$ cat config.mk
export PLATFORM = sky130hd
export DESIGN_NAME = wb_decoder
export DESIGN_NICKNAME = d
export VERILOG_FILES = /design/src/mem_pkg.sv /design/src/wb_decoder.sv
export SDC_FILE = /design/constraint.sdc
export NUM_CORES = 1
export LEC_CHECK = 0
export ABC_CLOCK_PERIOD_IN_PS = 2100
export CELL_PAD_IN_SITES_DETAIL_PLACEMENT = 1
export CELL_PAD_IN_SITES_GLOBAL_PLACEMENT = 1
export CORE_AREA = 2 2 137 139
export DETAILED_ROUTE_END_ITERATION = 16
export DIE_AREA = 0 0 139 141
export DONT_BUFFER_PORTS = 1
export PLACE_DENSITY = 0.36
export SYNTH_ARGS = -nofsm -noshare
export SYNTH_HDL_FRONTEND = slang
export SYNTH_SLANG_ARGS = --single-unit
$ cat constraint.sdc
create_clock -name vclk -period 2.1
set_clock_uncertainty 0.05 [all_clocks]
set_input_delay 0.42 -clock vclk [all_inputs]
set_output_delay 0.42 -clock vclk [all_outputs]
set_load 0.01 [all_outputs]
$ cat src/mem_pkg.sv
/*
 * shared types for the RV32 memory side
 * word addressing only, so no byte offsets are carried anywhere
 */
`default_nettype none

package mem_pkg;

    typedef logic [31:0] word_t;   // data word
    typedef logic [31:0] addr_t;   // word address, not byte address
    typedef logic [3:0]  sel_t;    // wishbone byte lanes
    typedef logic [2:0]  func3_t;  // risc-v size/sign field

    // load/store size codes as they sit in the instruction
    localparam func3_t F3_B  = 3'b000;
    localparam func3_t F3_H  = 3'b001;
    localparam func3_t F3_W  = 3'b010;
    localparam func3_t F3_BU = 3'b100;
    localparam func3_t F3_HU = 3'b101;

    // wishbone classic master to slave, 71 bits
    typedef struct packed {
        logic  cyc;
        logic  stb;
        logic  we;
        sel_t  sel;
        addr_t adr;
        word_t dat;
    } wb_req_t;

    // slave to master, 33 bits
    typedef struct packed {
        logic  ack;
        word_t dat;
    } wb_rsp_t;

    typedef enum logic [1:0] {
        IDLE,   // waiting for go
        DATA,   // load or store cycle on the bus
        FETCH   // instruction word at pc
    } handler_state_t;

endpackage

`default_nettype wire

$ cat src/wb_decoder.sv
/*
 * bank select for interleaved word memory
 * NUM_BANKS and BANK_WORDS must be powers of two, NUM_BANKS at least 2
 */
`timescale 1ns/1ps
`default_nettype none

module wb_decoder #(
    parameter int NUM_BANKS  = 4,
    parameter int BANK_WORDS = 256
) (
    input  mem_pkg::wb_req_t req,
    output mem_pkg::wb_req_t bank_req [NUM_BANKS],
    output logic             unmapped
);
    import mem_pkg::*;

    localparam int IDX_BITS  = $clog2(NUM_BANKS);
    localparam int WORD_BITS = $clog2(BANK_WORDS);

    logic [IDX_BITS-1:0] bank_idx;  // low address bits pick the bank
    addr_t               word_idx;  // address with bank bits removed
    logic                high_bits; // anything above the mapped range

    assign bank_idx  = req.adr[IDX_BITS-1:0];
    assign word_idx  = req.adr >> IDX_BITS;
    assign high_bits = |(req.adr >> (IDX_BITS + WORD_BITS));

    // resp mux acks these itself
    assign unmapped = req.cyc && req.stb && high_bits;

    always_comb begin
        for (int i = 0; i < NUM_BANKS; i++) begin
            bank_req[i]     = req;       // cyc, we, sel, dat shared
            bank_req[i].adr = word_idx;
            // only the addressed bank sees stb
            bank_req[i].stb = req.stb && !high_bits && (bank_idx == IDX_BITS'(i));
        end
    end

endmodule

`default_nettype wire

* Yosys cells after proc, flatten, opt, wreduce, memory -nomap -nowiden
Cells that the tools add are included.
** Word-level totals
- Register bits :: 0
- Bits in latches :: 0
- Bits in writable memories :: 0
- ROM bits :: 0
- Input port bits :: 71
- Output and inout port bits :: 285
- Memories kept :: 0
** Cells by class
- Add/sub/neg operators :: 0
- Multipliers :: 0
- Divide/modulo/power cells :: 0
- Magnitude comparators :: 0
- Eq/ne operators :: 3
- Shifts and indexed selects :: 0
- Mux-type cells :: 0
- Bitwise logic cells :: 0
- Reductions and logical operators :: 10
** Operators with widths (number)
- OR reduction 22 bit :: 1
- logical AND 1 bit :: 7
- == test 2 bit, second input constant :: 2
- == test 2 x 1 -> 1 bit, second input constant :: 1
- zero test 2 bit :: 1
- zero test 1 bit :: 1

* Logic depth before layout (Yosys ltp)
- Depth after elaboration :: 4
- Gate-level depth with buffers :: 3

* Worst setup path after synthesis
Ideal clock, no wire load.
- Path type :: input to output
- Start point :: input port req[48] in the netlist's numbering
- End point :: output port bank_req[140] in the netlist's numbering
- Arrival time :: 1342 ps
- Required time :: 1630 ps
- Path slack :: 288 ps
- Cell stages on the path :: 3
- Path buffers :: 0
- Path through :: nor4_1 -> nand4_1 -> nor4_1
** RTL lines
- start, declared :: RTL line wb_decoder.sv:12 : input mem_pkg::wb_req_t req,
- end, declared :: RTL line wb_decoder.sv:13 : output mem_pkg::wb_req_t bank_req [NUM_BANKS],

==> impl_results.md <==
* Status: completed
* Die H at 141 um
* First-pass GRT wire length at 4510 um
* Crit start category: primary input
* Via count at 420
* CLK BUF at 0
* Count of cell types in the netlist at 9
* Final Hold Fails at 0
* Arr. time, crit path at 1.48 ns
* Final Instance Count excl. Fillers at 264
* WHS Endpoint: bank_req[12]
* # port buffers at 0
* Max-cap violations at 0
* WL/cell at 13.8 um
* Initial Utilization at 12.0%
* Mapped Avg Cell Area at 7.41 um^2
* Core ar. at 18300 um^2
* Post-Place Cells at 263
* Final min period at 1.95 ns
* Crit Path Category: in -> out
* Pin count of the biggest net entering global routing at 6
* Final wirelength at 3640 um
* Tot GR Track Use at 3.14%
* Design area at 474 um^2
* DRC viols at 0
* Layout area overhead at -78.4%
* Nets at 103
* Post-place setup slack at -0.0576 ns
* I/O pin total at 356
* Worst Path Required at 1.63 ns
* Fin util at 2.60%
* Final setup vio count at 0
* Average via count per standard cell at 1.59
* Crit-path max FO at 5
* CP endpoint kind: output port
* Area after DPL at 454 um^2
* Worst hold path type: in -> out
* Initial antenna violation count at 0
* Die ar. at 19600 um^2
* Sequential fraction of the synthesis area at 0%
* Peak supply drop at 0.0138 mV
* RSZ-0062 raised after global routing: no
* Row Count at 50
* Slew Limit Fails at 0
* Peak Freq at 0.514 GHz
* Cells after synthesis at 297
* Number of global-route vias before repair at 491
* Cell Pwr Density at 32.9 nW/um^2
* Die X-Extent at 139 um
* Hold path cells at 0
* Synth warnings at 0
* Final WS setup at 0.154 ns
* Seq_cells at 0
* Remaining antenna violation count after routing at 0
* First-pass DRT Iterations at 2
* Worst Min Path Start: req[12]
* P_leak at 0.0812 nW
* Initial DRC Count at 4
* Layout cells sized above 1 at 26.7%
* Register area at 0 um^2
* Placer congestion estimate at 0.555
* Antenna Diode Count at 0
* Crit path from: req[56]
* Total grt overflow at 0
* Period utilisation layout at 92.7%
* Synth Cell Area at 2200 um^2
synthesized netlist by cell type:
library cell,n,area share [%]
conb_1,1,0.17
nand4_1,1,0.28
buf_4,280,96
nand2_1,2,0.34
o211a_1,1,0.46
nor2_1,1,0.17
nor4_1,9,2.6
nand2b_1,1,0.28
inv_1,1,0.17
routing by layer:
layer	vias to the layer above	global-route usage, %	routed length, um
met5	-	0	0
met4	0	1.06	121
met3	25	3.16	952
met2	186	7.26	2220
met1	120	0.922	351
li1	89	-	-
cell type report:
class / instances / area, um^2
multi-input cells: 23 / 133
well taps: 234 / 293
fillers: 2207 / 17800
repair buffers: 6 / 45.0
inverters: 1 / 3.75
how the worst max path moves through the flow:
| stage | slack, ns | cells after the start | end |
|---|---|---|---|
| finish | 0.15 | 5 | bank_req[140] |
| global route | 0.01 | 5 | bank_req[140] |
| CTS | 0.02 | 5 | bank_req[211] |
| detailed placement | -0.06 | 4 | bank_req[211] |
| global placement | 0.07 | 4 | bank_req[211] |
| floorplan | 0.29 | 3 | bank_req[140] |
worst max-delay path, stage by stage:
cell	delay [ns]
nor4_2	0.28
nand4_1	0.11
buf_4	0.17
nor4_1	0.30
buf_4	0.18
layout by cell type (no fill, tap or decap):
cell,n
nand4_1,1
nor4_2,2
nand2_1,2
nor2_1,1
buf_4,6
inv_1,1
conb_1,8
nor4_1,7
o211a_1,1
nand2b_1,1
per-stage QoR:
step / hold WS [ns] / total power, mW / setup TNS, ns
after floorplan: 0.844 / 0.557 / 0
after global routing: 0.790 / 0.0173 / 0
after CTS: 0.790 / 0.0151 / 0
after global placement: 0.790 / 0.0144 / 0
after detailed placement: 0.790 / 0.0150 / -0.0860
final: 0.790 / 0.0156 / 0
where the power goes:
group	switching, mW	internal (mW)	total (mW)	leakage (nW)
Clock	0	0	0	0
Sequential	0	0	0	0
Combinational	0.0115	0.00413	0.0156	0.0812
Total	0.0115	0.00413	0.0156	0.0812
logic make-up (layout without fill, tap and decap cells):
family	after synthesis	in the layout	share of synthesized area (%)
other cells	1	8	0.170
simple gates	14	14	3.64
compound gates	1	1	0.455
buf+inv	281	7	95.7
repair_timing:
action / in CTS / in global routing
buffers inserted: 1 / 0
pin swaps: 1 / 0
cloned: 0 / 0
setup endpoints to repair: 3 / 4
hold buffers: 0 / 0
resized for setup: 0 / 2
Power figures use the tool's default switching activity.
