==> src/mem_pkg.sv <==
/*
 * shared types for the RV32 memory side
 * word addressing only, so no byte offsets are carried anywhere
 */
`default_nettype none

package mem_pkg;

    typedef logic [31:0] word_t;   // data word
    typedef logic [31:0] addr_t;   // word address, not byte address
    typedef logic [3:0]  sel_t;    // wishbone byte lanes
    typedef logic [2:0]  func3_t;  // risc-v size/sign field

    // load/store size codes as they sit in the instruction
    localparam func3_t F3_B  = 3'b000;
    localparam func3_t F3_H  = 3'b001;
    localparam func3_t F3_W  = 3'b010;
    localparam func3_t F3_BU = 3'b100;
    localparam func3_t F3_HU = 3'b101;

    // wishbone classic master to slave, 71 bits
    typedef struct packed {
        logic  cyc;
        logic  stb;
        logic  we;
        sel_t  sel;
        addr_t adr;
        word_t dat;
    } wb_req_t;

    // slave to master, 33 bits
    typedef struct packed {
        logic  ack;
        word_t dat;
    } wb_rsp_t;

    typedef enum logic [1:0] {
        IDLE,   // waiting for go
        DATA,   // load or store cycle on the bus
        FETCH   // instruction word at pc
    } handler_state_t;

endpackage

`default_nettype wire

==> src/wb_resp_mux.sv <==
/*
 * merges bank responses back to the single master
 * an unmapped cycle gets one ack with zero data so the bus never hangs
 */
`timescale 1ns/1ps
`default_nettype none

module wb_resp_mux #(
    parameter int NUM_BANKS = 4
) (
    input  logic             clk,
    input  logic             nrst,
    input  mem_pkg::wb_rsp_t bank_rsp [NUM_BANKS],
    input  logic             unmapped,
    output mem_pkg::wb_rsp_t rsp
);
    import mem_pkg::*;

    logic unmapped_ack;  // stands in for the missing slave

    // same one-cycle ack rule as a bank
    always_ff @(posedge clk, negedge nrst) begin
        if (!nrst) begin
            unmapped_ack <= 1'b0;
        end else begin
            unmapped_ack <= unmapped && !unmapped_ack;
        end
    end

    always_comb begin
        rsp.ack = unmapped_ack;
        rsp.dat = '0;  // zero for unmapped and idle
        for (int i = 0; i < NUM_BANKS; i++) begin
            if (bank_rsp[i].ack) begin  // at most one bank acks
                rsp.ack = 1'b1;
                rsp.dat = bank_rsp[i].dat;
            end
        end
    end

endmodule

`default_nettype wire

==> config.mk <==
export PLATFORM = sky130hd
export DESIGN_NAME = wb_resp_mux
export DESIGN_NICKNAME = d
export VERILOG_FILES = /design/src/mem_pkg.sv /design/src/wb_resp_mux.sv
export SDC_FILE = /design/constraint.sdc
export NUM_CORES = 1
export LEC_CHECK = 0
export BUFFER_PORTS_ARGS = -buffer_cell sky130_fd_sc_hd__buf_2
export CORE_MARGIN = 3
export CORE_UTILIZATION = 30
export CTS_CLUSTER_DIAMETER = 200
export DETAILED_ROUTE_END_ITERATION = 12
export PLACE_DENSITY_LB_ADDON = 0.2
export RECOVER_POWER = 100
export SETUP_SLACK_MARGIN = 0.1
export SLEW_MARGIN = 15
export SYNTH_ARGS = -nofsm -noshare
export SYNTH_HDL_FRONTEND = slang
export SYNTH_SLANG_ARGS = --single-unit
==> constraint.sdc <==
create_clock -name clk -period 0.8 [get_ports clk]
set_input_delay 0.04 -clock clk [delete_from_list [all_inputs] [get_ports clk]]
set_output_delay 0.04 -clock clk [all_outputs]
set_load 0.03 [all_outputs]
# --- Yosys cells after proc, flatten, opt, wreduce, memory -nomap -nowiden ---
# Cells that the tools add are included.
totals:
  register_bits: 1
  in_bits: 135
  output_inout_bits: 33
op_classes:
  reduce_logical: 2
  n_mux: 4
op_table:
  columns: ["cell", "n"]
  rows:
  - ["33-bit two-way mux", 4]
  - ["1-bit logical AND", 1]
  - ["1-bit zero test", 1]

# --- Logic depth before layout (Yosys ltp) ---
logic_depth:
  depth_word: 4
  depth_mapped: 6
  ltp_nobuf: 3

# --- Least setup slack after synthesis ---
# Ideal clock, no wire load.
synth_timing:
  kind: "input port to output port"
  startpoint: "input port bank_rsp[98] in the netlist's numbering"
  endpoint: "output port rsp[31] in the netlist's numbering"
  path_stages: 5
  t_arrival_ps: 998
  t_required_ps: 760
  setup_slack_ps: -238
  cell_sequence: "buf_6 > nor2b_4 > buf_6 > a22oi_1 > a221oi_2"
synth_rtl:
  columns: ["element", "line", "rtl"]
  rows:
  - ["start, declared", "wb_resp_mux.sv:13", "input mem_pkg::wb_rsp_t bank_rsp [NUM_BANKS],"]
  - ["end, declared", "wb_resp_mux.sv:15", "output mem_pkg::wb_rsp_t rsp"]

==> results.cfg <==
[synth]
synthCells = 122
synth-seq-cells = 1
synth_top_cell_by_area = a22oi_2
syn_nets = 257
syn_area_per_cell_sq_um = 9.26
syn_area_sq_um = 1130
ys_seq_area_frac = 0.0221
yosys.area.top_type_share = 0.332
yosysWarnings = 0
synth_area_leaders = a22oi_2 33%, a21oi_2 23%, o22ai_1 17%
ys_types = 21

[floorplanning]
rows = 21
start_util = 0.326
num_io_pins = 168
coreArea_sq_um = 3470
die_h_um = 67.4
fp.dieW_um = 67.4
dieArea_sq_um = 4540

[routing]
wl_met1_um = 2110
wl_per_cell_um = 18.6
ant_nets = 0
viasPerCell = 5.49
wl_met2_um = 3640
vias = 1890
highest_layer = met4
wirelength_um = 6390
drc = 0
drt_iter0_markers = 56
firstDrtPassIters = 5
route.met3.wl_um = 519

[sta]
finalHoldWorstSlack_ns = 0.284
finalCritPeriodShare = 1.28
hold_viol_final = 0
setup_viol = 33
setup_ws_ns = -0.221
rsz0062_at_grt = true
tightest_slew_ns = 0.344
min_period_ns = 1.02
max_freq_ghz = 0.980
clock-skew-final_ns = 0
slew-limit-headroom = 0.770
maxSlewViolCount = 0

[final_layout]
top_regs = unmapped_ack: 1 flops
fillCellCount = 216
area_growth_pct = 159
final-seq-area_sq_um = 25.0
final_cell_mix = 132 x buf_2, 37 x buf_6, 32 x a22oi_2
drive_gt1_frac = 0.963
antenna-diode-count = 0
final_common_cell = buf_2
nets = 435
largest_reg_flops = 1
layoutNonFillerInstCount = 344
top_register = unmapped_ack
multi_input_area_sq_um = 1350

[worst_hold_path]
hold_path_class = primary input to register
whs_path_depth = 2

[worst_setup_path]
cp.arrival_ns = 0.98
rr_endpoint = unmapped_ack$_DFF_PN0_
reg2reg_depth = 1
reg2reg_slack_ns = 0.24
crit_path_end_kind = output pin
rr_startpoint = unmapped_ack$_DFF_PN0_
cp-endpoint = rsp[12]
required_ns = 0.76
crit_start = bank_rsp[32]
crit_type = primary input to output pin
crit_path_max_fanout = 5
worst_setup_path_start_kind = primary input

[status]
violations = setup timing
outcome = finished with violations

[power_and_ir_drop]
p_leak_nw = 1.27
irDropWorstVdd_uv = 457
p_per_area_nw_per_um2 = 776

[placed_design]
place_inst = 332
pre_cts_slack_ns = -0.291
gp_congestion = 0.763
hpwlAfterDp_um = 4170
port_buffers = 167

[grt]
grtUsageTotal = 0.252
grt_max_degree = 32
antenna_found_initial = 0
grt_first_pass_wirelength_um = 8980
globalRouteOverflowTotal = 0
grt_pass1_vias = 1904

[clocking]
clkTransAtPathRegs_ns = 0
clk-insertion-delay-late_ns = 0

[flow_run]
cap_viol_max_count = 0
## synthesized netlist by cell type
master and count:
nand2_1 1, o22ai_1 31, clkbuf_8 3, a21oi_1 1, nor2_2 1, a221oi_2 1
dfrtp_1 1, buf_4 3, a22oi_2 30, a21oi_2 30, nor3_1 1, a22oi_1 2
nand2b_2 1, nor3b_1 1, nor2b_4 1, inv_1 2, buf_2 5, clkbuf_4 1
buf_6 2, nor2b_1 1, buf_12 3
## critical path, stage by stage
cell     delay [ns]
buf_8          0.10
buf_12         0.11
nor2_4         0.15
buf_6          0.15
buf_12         0.10
buf_16         0.13
a21oi_4        0.06
buf_6          0.15
## stage by stage
step / cell area (sq um) / utilization / TNS [ns] / power [mW]
after CTS: 2800 / 0.808 / -6.44 / 2.15
final: 2930 / 0.845 / -5.75 / 2.27
after global routing: 2930 / 0.845 / -6.80 / 2.38
after detailed placement: 2290 / 0.662 / -8.22 / 1.78
after floorplan: 1410 / - / -2.27 / 1.19
after global placement: 2290 / 0.662 / -7.62 / 1.75
## logic make-up (layout without fill, tap and decap cells)
family	count (synthesis)	count (layout)	synth area share
buffers and inverters	19	195	0.165
AOI/OAI and AO/OA	95	95	0.767
DFF	1	1	0.0221
and+or+nand+nor	7	7	0.0454
## power by group
part / internal (mW) / switching [mW] / total, mW
registers: 0.0550 / 0.00227 / 0.0572
logic: 1.11 / 1.10 / 2.22
clock network: 0 / 0 / 0
## cell type report
cell class / instances / share of cell area
inverter: 2 / 0.00256
timing repair buffer: 193 / 0.509
tap: 46 / 0.0196
sequential: 1 / 0.00854
multi-input combinational: 102 / 0.460
## worst min-delay path by stage
stage	start	end	slack (ns)
after floorplan	nrst	unmapped_ack$_DFF_PN0_	-0.26
after global placement	nrst	unmapped_ack$_DFF_PN0_	-0.19
after detailed placement	nrst	unmapped_ack$_DFF_PN0_	-0.18
after CTS	unmapped	unmapped_ack$_DFF_PN0_	0.28
after global routing	unmapped	unmapped_ack$_DFF_PN0_	0.29
final	unmapped	unmapped_ack$_DFF_PN0_	0.28
## per-layer routing
layer	GRT usage	vias to the layer above
li1	-	865
met1	0.266	886
met2	0.503	127
met3	0.0333	12
met4	0.0810	0
met5	0	-
## what timing repair did
item | CTS | global route
hold buffers | 1 | 0
pin swaps | 19 | 5
gates resized for setup | 78 | 37
endpoints found under the hold margin | 1 | 0
setup endpoints to repair | 33 | 33
buffers inserted | 7 | 0
gates cloned | 4 | 1
(Power assumes the default switching activity.)
