<file path="src/mem_pkg.sv">
/*
 * shared types for the RV32 memory side
 * word addressing only, so no byte offsets are carried anywhere
 */
`default_nettype none

package mem_pkg;

    typedef logic [31:0] word_t;   // data word
    typedef logic [31:0] addr_t;   // word address, not byte address
    typedef logic [3:0]  sel_t;    // wishbone byte lanes
    typedef logic [2:0]  func3_t;  // risc-v size/sign field

    // load/store size codes as they sit in the instruction
    localparam func3_t F3_B  = 3'b000;
    localparam func3_t F3_H  = 3'b001;
    localparam func3_t F3_W  = 3'b010;
    localparam func3_t F3_BU = 3'b100;
    localparam func3_t F3_HU = 3'b101;

    // wishbone classic master to slave, 71 bits
    typedef struct packed {
        logic  cyc;
        logic  stb;
        logic  we;
        sel_t  sel;
        addr_t adr;
        word_t dat;
    } wb_req_t;

    // slave to master, 33 bits
    typedef struct packed {
        logic  ack;
        word_t dat;
    } wb_rsp_t;

    typedef enum logic [1:0] {
        IDLE,   // waiting for go
        DATA,   // load or store cycle on the bus
        FETCH   // instruction word at pc
    } handler_state_t;

endpackage

`default_nettype wire

</file>
<file path="src/lsu_handler.sv">
/*
 * load/store handler and the only wishbone master
 * every request ends with an instruction fetch at pc; core is frozen until then
 * assumes every slave acks one cycle after stb (no errors, no retries)
 */
`timescale 1ns/1ps
`default_nettype none

module lsu_handler (
    input  logic             clk,
    input  logic             nrst,
    input  logic             go,
    input  logic             load,
    input  logic             store,
    input  mem_pkg::func3_t  func3,
    input  mem_pkg::addr_t   addr,
    input  mem_pkg::addr_t   pc,
    input  mem_pkg::word_t   store_data,
    input  mem_pkg::wb_rsp_t bus_rsp,
    output mem_pkg::wb_req_t bus_req,
    output mem_pkg::word_t   load_data,
    output mem_pkg::word_t   instr,
    output logic             instr_valid,
    output logic             freeze
);
    import mem_pkg::*;

    handler_state_t state;
    wb_req_t        req_q;   // registered bus request
    func3_t         f3_q;    // size of the pending load
    logic           load_q;  // data cycle was a load
    addr_t          pc_q;    // fetch address for after the data cycle
    logic           accept;

    // store byte lanes, low lanes only since there is no byte offset
    function automatic sel_t store_sel(input func3_t f3);
        case (f3)
            F3_B:    return 4'b0001;
            F3_H:    return 4'b0011;
            default: return 4'b1111;  // SW
        endcase
    endfunction

    // sign or zero extend the low part of the read word
    function automatic word_t size_load(input func3_t f3, input word_t w);
        case (f3)
            F3_B:    return {{24{w[7]}}, w[7:0]};
            F3_H:    return {{16{w[15]}}, w[15:0]};
            F3_BU:   return {24'b0, w[7:0]};
            F3_HU:   return {16'b0, w[15:0]};
            default: return w;                  // LW and anything unknown
        endcase
    endfunction

    // in IDLE freeze is just instr_valid, so a go in that cycle is dropped
    assign accept  = go && !freeze && (state == IDLE);
    assign freeze  = (state != IDLE) || instr_valid;
    assign bus_req = req_q;

    always_ff @(posedge clk, negedge nrst) begin
        if (!nrst) begin
            state       <= IDLE;
            req_q       <= '0;
            instr_valid <= 1'b0;
        end else begin
            instr_valid <= 1'b0;  // one cycle pulse
            case (state)
                IDLE: begin
                    if (accept) begin
                        req_q.cyc <= 1'b1;
                        req_q.stb <= 1'b1;
                        if (load || store) begin
                            state     <= DATA;
                            req_q.we  <= store;  // store wins if both set
                            req_q.sel <= store ? store_sel(func3) : 4'b1111;
                            req_q.adr <= addr;
                            req_q.dat <= store_data;
                        end else begin
                            state     <= FETCH;  // fetch-only request
                            req_q.we  <= 1'b0;
                            req_q.sel <= 4'b1111;
                            req_q.adr <= pc;
                            req_q.dat <= '0;
                        end
                    end
                end
                DATA: begin
                    if (bus_rsp.ack) begin
                        // straight into the fetch, cyc stays up
                        state     <= FETCH;
                        req_q.we  <= 1'b0;
                        req_q.sel <= 4'b1111;
                        req_q.adr <= pc_q;
                    end
                end
                FETCH: begin
                    if (bus_rsp.ack) begin
                        state       <= IDLE;
                        req_q.cyc   <= 1'b0;
                        req_q.stb   <= 1'b0;
                        instr_valid <= 1'b1;
                    end
                end
                default: state <= IDLE;
            endcase
        end
    end

    // request fields and returned words
    always_ff @(posedge clk) begin
        if (accept) begin
            f3_q   <= func3;
            load_q <= load && !store;
            pc_q   <= pc;
        end
        if (state == DATA && bus_rsp.ack && load_q) begin
            load_data <= size_load(f3_q, bus_rsp.dat);
        end
        if (state == FETCH && bus_rsp.ack) begin
            instr <= bus_rsp.dat;
        end
    end

endmodule

`default_nettype wire

</file>
<file path="config.mk">
export PLATFORM = sky130hd
export DESIGN_NAME = lsu_handler
export DESIGN_NICKNAME = d
export VERILOG_FILES = /design/src/mem_pkg.sv /design/src/lsu_handler.sv
export SDC_FILE = /design/constraint.sdc
export NUM_CORES = 1
export LEC_CHECK = 0
export BUFFER_PORTS_ARGS = -buffer_cell sky130_fd_sc_hd__buf_2
export CAP_MARGIN = 20
export CELL_PAD_IN_SITES_DETAIL_PLACEMENT = 1
export CELL_PAD_IN_SITES_GLOBAL_PLACEMENT = 1
export CORE_ASPECT_RATIO = 0.8
export CORE_UTILIZATION = 26
export CTS_BUF_LIST = sky130_fd_sc_hd__clkbuf_4 sky130_fd_sc_hd__clkbuf_8
export DETAILED_ROUTE_END_ITERATION = 8
export GPL_ROUTABILITY_DRIVEN = 0
export PLACE_DENSITY_LB_ADDON = 0.2
export SLEW_MARGIN = 20
export SYNTH_ARGS = -nofsm -noshare
export SYNTH_HDL_FRONTEND = slang
export SYNTH_SLANG_ARGS = --single-unit
</file>
<file path="constraint.sdc">
create_clock -name clk -period 4.3 [get_ports clk]
set_input_delay 0.86 -clock clk [delete_from_list [all_inputs] [get_ports clk]]
set_output_delay 0.86 -clock clk [all_outputs]
set_load 0.05 [all_outputs]
</file>
# Word level (Yosys, flattened, before mapping)
# Index checks and enable logic that the tools add are counted.
op_classes:
  n_mux: 15
  n_eq_ne: 9
  n_reduce_logical: 20
op_table:
  columns: ["cell", "n"]
  rows:
  - ["one-hot mux 32 bit (4 select lines)", 1]
  - ["one-hot mux 37 bit (2 select lines)", 1]
  - ["2-to-1 mux 71 bit", 1]
  - ["2-to-1 mux 69 bit", 1]
  - ["2-to-1 mux 37 bit", 1]
  - ["AND reduction 3 bit", 3]
  - ["2-to-1 mux 2 bit", 4]
  - ["one-hot mux 4 bit (2 select lines)", 1]
  - ["equality test 3 x 1 -> 1 bit, second input constant", 2]
  - ["equality test 3 bit, second input constant", 2]
  - ["logical AND 1 bit", 6]
  - ["logical NOT 3 bit", 2]
  - ["!= test 2 bit, second input constant", 3]
  - ["one-hot mux 2 bit (3 select lines)", 1]
  - ["nonzero test 2 bit", 3]
  - ["2-to-1 mux 4 bit", 1]
  - ["one-hot mux 2 bit (2 select lines)", 1]
  - ["equality test 2 x 1 -> 1 bit, second input constant", 1]
  - ["equality test 2 bit, second input constant", 1]
  - ["logical NOT 1 bit", 2]
  - ["logical NOT 2 bit", 1]
  - ["logical OR 1 bit", 2]
  - ["2-to-1 mux 1 bit", 2]
  - ["AND reduction 2 bit", 1]
word_totals:
  elab_cells: 57
  register_bits: 174
  input_bits: 137

# Longest topological paths before layout
logic_depth:
  ltp_word: 7
  ltp_mapped: 6
  depth_no_buf: 4

# Worst setup path before layout
# No wires, ideal clock.
synth_timing:
  kind: "input port to flip-flop"
  startpoint: "in bus_rsp[32] (netlist bit)"
  endpoint: "reg instr[0], enable pin"
  setup_ns: 0.422
  arrival_time_ns: 2.300
  cell_stages: 2
  setup_slack_ns: 1.578
  n_path_buf: 0
  t_required_ns: 3.878
  path_cell_list: "nand2_1 nor2_1"
synth_between:
  elab_chain_cells: 1
synth_lines:
  columns: ["element", "line", "source"]
  rows:
  - ["from (decl)", "lsu_handler.sv:19", "input mem_pkg::wb_rsp_t bus_rsp,"]
  - ["logical AND 1 bit", "lsu_handler.sv:119", "if (state == FETCH && bus_rsp.ack) begin"]
  - ["to (signal assigned)", "lsu_handler.sv:120", "instr <= bus_rsp.dat;"]
  - ["to (decl)", "lsu_handler.sv:22", "output mem_pkg::word_t instr,"]
# No other way between the ends.
# A chain may end at the register's enable or synchronous reset.

# Final worst setup path
layout_timing:
  startpoint: "reg state[0]"
  endpoint: "reg pc_q[24], enable pin"
layout_between:
  elab_chain_cells: 5
  elab_cells_between_ends: 6
  cone_classes: "reduce/logical (6)"
layout_lines:
  columns: ["element", "line", "source"]
  rows:
  - ["from (decl)", "lsu_handler.sv:28", "handler_state_t state;"]
  - ["from (signal assigned)", "lsu_handler.sv:62", "state <= IDLE;"]
  - ["from (signal assigned)", "lsu_handler.sv:73", "state <= DATA;"]
  - ["from (signal assigned)", "lsu_handler.sv:79", "state <= FETCH;"]
  - ["nonzero test 2 bit", "lsu_handler.sv:57", "assign freeze = (state != IDLE) || instr_valid;"]
  - ["logical OR 1 bit", "lsu_handler.sv:57", null]
  - ["logical NOT 1 bit", "lsu_handler.sv:56", "assign accept = go && !freeze && (state == IDLE);"]
  - ["logical AND 1 bit", "lsu_handler.sv:56", null]
  - ["logical AND 1 bit (*)", "lsu_handler.sv:56", null]
  - ["to (signal assigned)", "lsu_handler.sv:114", "pc_q <= pc;"]
  - ["to (decl)", "lsu_handler.sv:32", "addr_t pc_q;"]
# Mark *: on every way between the ends. The rest lies on a longest branch, timed or not.

==> results_dict.tcl <==
set metrics [dict create \
    drv_slew 0 \
    leakage_uw 0.00404 \
    drt-initial-drc-count 215 \
    synth_area_um2 6820 \
    synth.net_count 650 \
    grt_pass1_vias 5435 \
    drc 0 \
    post-route-period-util_pct 61.1 \
    drive_gt1_share_pct 44.7 \
    die_area_um2 26900 \
    power_density_nw_per_um2 736 \
    globalRouteOverflowTotal 0 \
    clkSlewWorstSetupHoldPaths_ns 0.09 \
    io_pins 274 \
    critPathCaptureType "flop" \
    antenna_cells 0 \
    grt_max_degree 73 \
    worstPathArrival_ns 2.76 \
    dp_cells 1106 \
    area_growth_pct 29.9 \
    max-vdd-ir-drop_uv 392 \
    initial_utilization_pct 26.8 \
    vias 5072 \
    synth-main-ff-cell "edfxtp_1" \
    post_cts_buffers 0 \
    layout_commonest_cell "buf_2" \
    async_reset_ff_share_pct 41.9 \
    cts_root_buf "clkbuf_8" \
    dr.pass1.iters 4 \
    worst_pin_slew_ns 1.01 \
    hold_buffers 0 \
    ys_ff_latch 172 \
    clockBufferDepth 2 \
    crit_type "reg -> reg" \
    cts_made_buffers 17 \
    cp-start-kind "flop" \
    slew_headroom_pct 32.4 \
    syn_inst 513 \
    antenna_found_initial 5 \
    finalPower_uw 6530 \
    seq_area_frac_synth_pct 70.4 \
    rsz0062_at_grt "false" \
    rrSetupSlack_ns 1.67 \
    hold_violations 0 \
    status "finished, final reports clean" \
    cp.required_ns 4.44 \
    reg2reg_to "pc_q[24]" \
    yosysWarnings 0 \
    ys_types 30 \
    drtAntennaViolNets 0 \
    dieHeight_um 147 \
    synth.avg_cell_area_um2 13.3 \
    max_freq_ghz 0.381 \
    die_x_um 183 \
    timing.setup.tns_ns 0 \
    skew_ns 0.0177 \
    grt_pass1_wl_um 31600 \
    synth_edf_count 100 \
    port_buffers 273 \
    cts_tree "done" \
    final_nets 911 \
    insertion_delay_ns 0.46 \
    finish.instance_area_um2 8860 \
    cts_resized 0 \
    drt-vias-per-instance 4.46 \
    placed_area_um2 8480 \
    num_rows 52 \
    layoutNonFillerInstCount 1138 \
    avgRoutedWirePerCell_um 18.3 \
    final_cell_mix "buf_2, nand2_1, edfxtp_1" \
    yosysTopAreaCell "edfxtp_1" \
    period_needed_ns 2.63 \
    hpwlAfterDp_um 14500 \
    drt_wl_total_um 20800 \
    netlist.area_leader.share_pct 44.0 \
    hold_path_class "in -> async" \
    r2r_start "state[0]" \
    rr_worst_depth 3 \
    critPathMaxFanout 42 \
    numClockSinks 172 \
    grtUsageTotal_pct 15.7 \
    hold_ws_ns 0.433 \
    cap_violations 0 \
    setup_viol 0 \
    core_um2 25500 \
    cts_htree_levels 4 \
    yosys-top-cells-area "edfxtp_1, dfrtp_1, nand2_1" \
]
==> worst max path at each step <==
stage / from / end / cells after the start
floorplan: bus_rsp[32] / instr[0] / 2
global placement: go / pc_q[28] / 4
detailed placement: go / pc_q[27] / 4
CTS: state[0] / pc_q[23] / 3
global route: state[0] / bus_req[15] / 5
finish: state[0] / pc_q[24] / 3
==> cell type report <==
class | instances | area, um2
Timing Repair Buffer | 279 | 1430
Inverter | 1 | 3.75
Clock inverter | 12 | 114
Sequential cell | 172 | 4800
Tap cell | 351 | 439
Fill cell | 2877 | 16600
Clock buffer | 20 | 263
Multi-Input combinational cell | 303 | 1810
==> logic make-up after synthesis <==
kind of cell / count (synthesis) / share of synthesized area [%]
AND/OR/NAND/NOR: 224 / 14.5
flip-flops: 172 / 70.4
AO/OA/AOI/OAI: 46 / 6.99
buffers and inverters: 38 / 3.28
multiplexers: 33 / 4.84
==> Yosys cell counts, types with 2 or more instances <==
master / number
o211ai_2: 32
buf_2: 8
buf_6: 7
nand3_1: 62
or3_1: 3
buf_4: 5
a21oi_1: 2
dfrtp_1: 72
nand3b_1: 2
nor2_1: 3
clkbuf_1: 17
o21ai_0: 9
edfxtp_1: 100
nor3_1: 2
mux2i_1: 33
nand2b_1: 2
nand2_1: 140
nand3_2: 2
==> report_power, final <==
group          internal (uW)  leakage, uW  switching [uW]
registers               2270      0.00181             267
clock network            494     0.000189             639
logic                    650      0.00204            2210
total                   3410      0.00404            3120
==> metal layers <==
metal	vias up	wire, um	global-route usage [%]
met2	184	9980	25.3
met5	-	54	0
met1	2529	9040	19.8
met3	16	1570	5.40
met4	8	154	4.46
li1	2335	-	-
==> registers in the layout (all words and copies together) (netlist names) <==
name	count
load_data	32
state	2
instr_valid	1
instr	32
bus_req	69
f3_q	3
pc_q	32
load_q	1
==> stage by stage <==
step	utilization (%)	setup WS [ns]
after floorplan	-	1.58
after global placement	33.3	1.39
after detailed placement	33.3	1.35
after CTS	34.7	1.65
after global routing	34.7	1.54
final	34.7	1.67
==> worst max-delay path, cell delays in order (launching register included) <==
cell and delay, ns:
dfrtp_1 0.51, or4b_4 0.84, inv_2 0.57, buf_12 0.31
No activity file was read; power rests on OpenSTA's default activity.
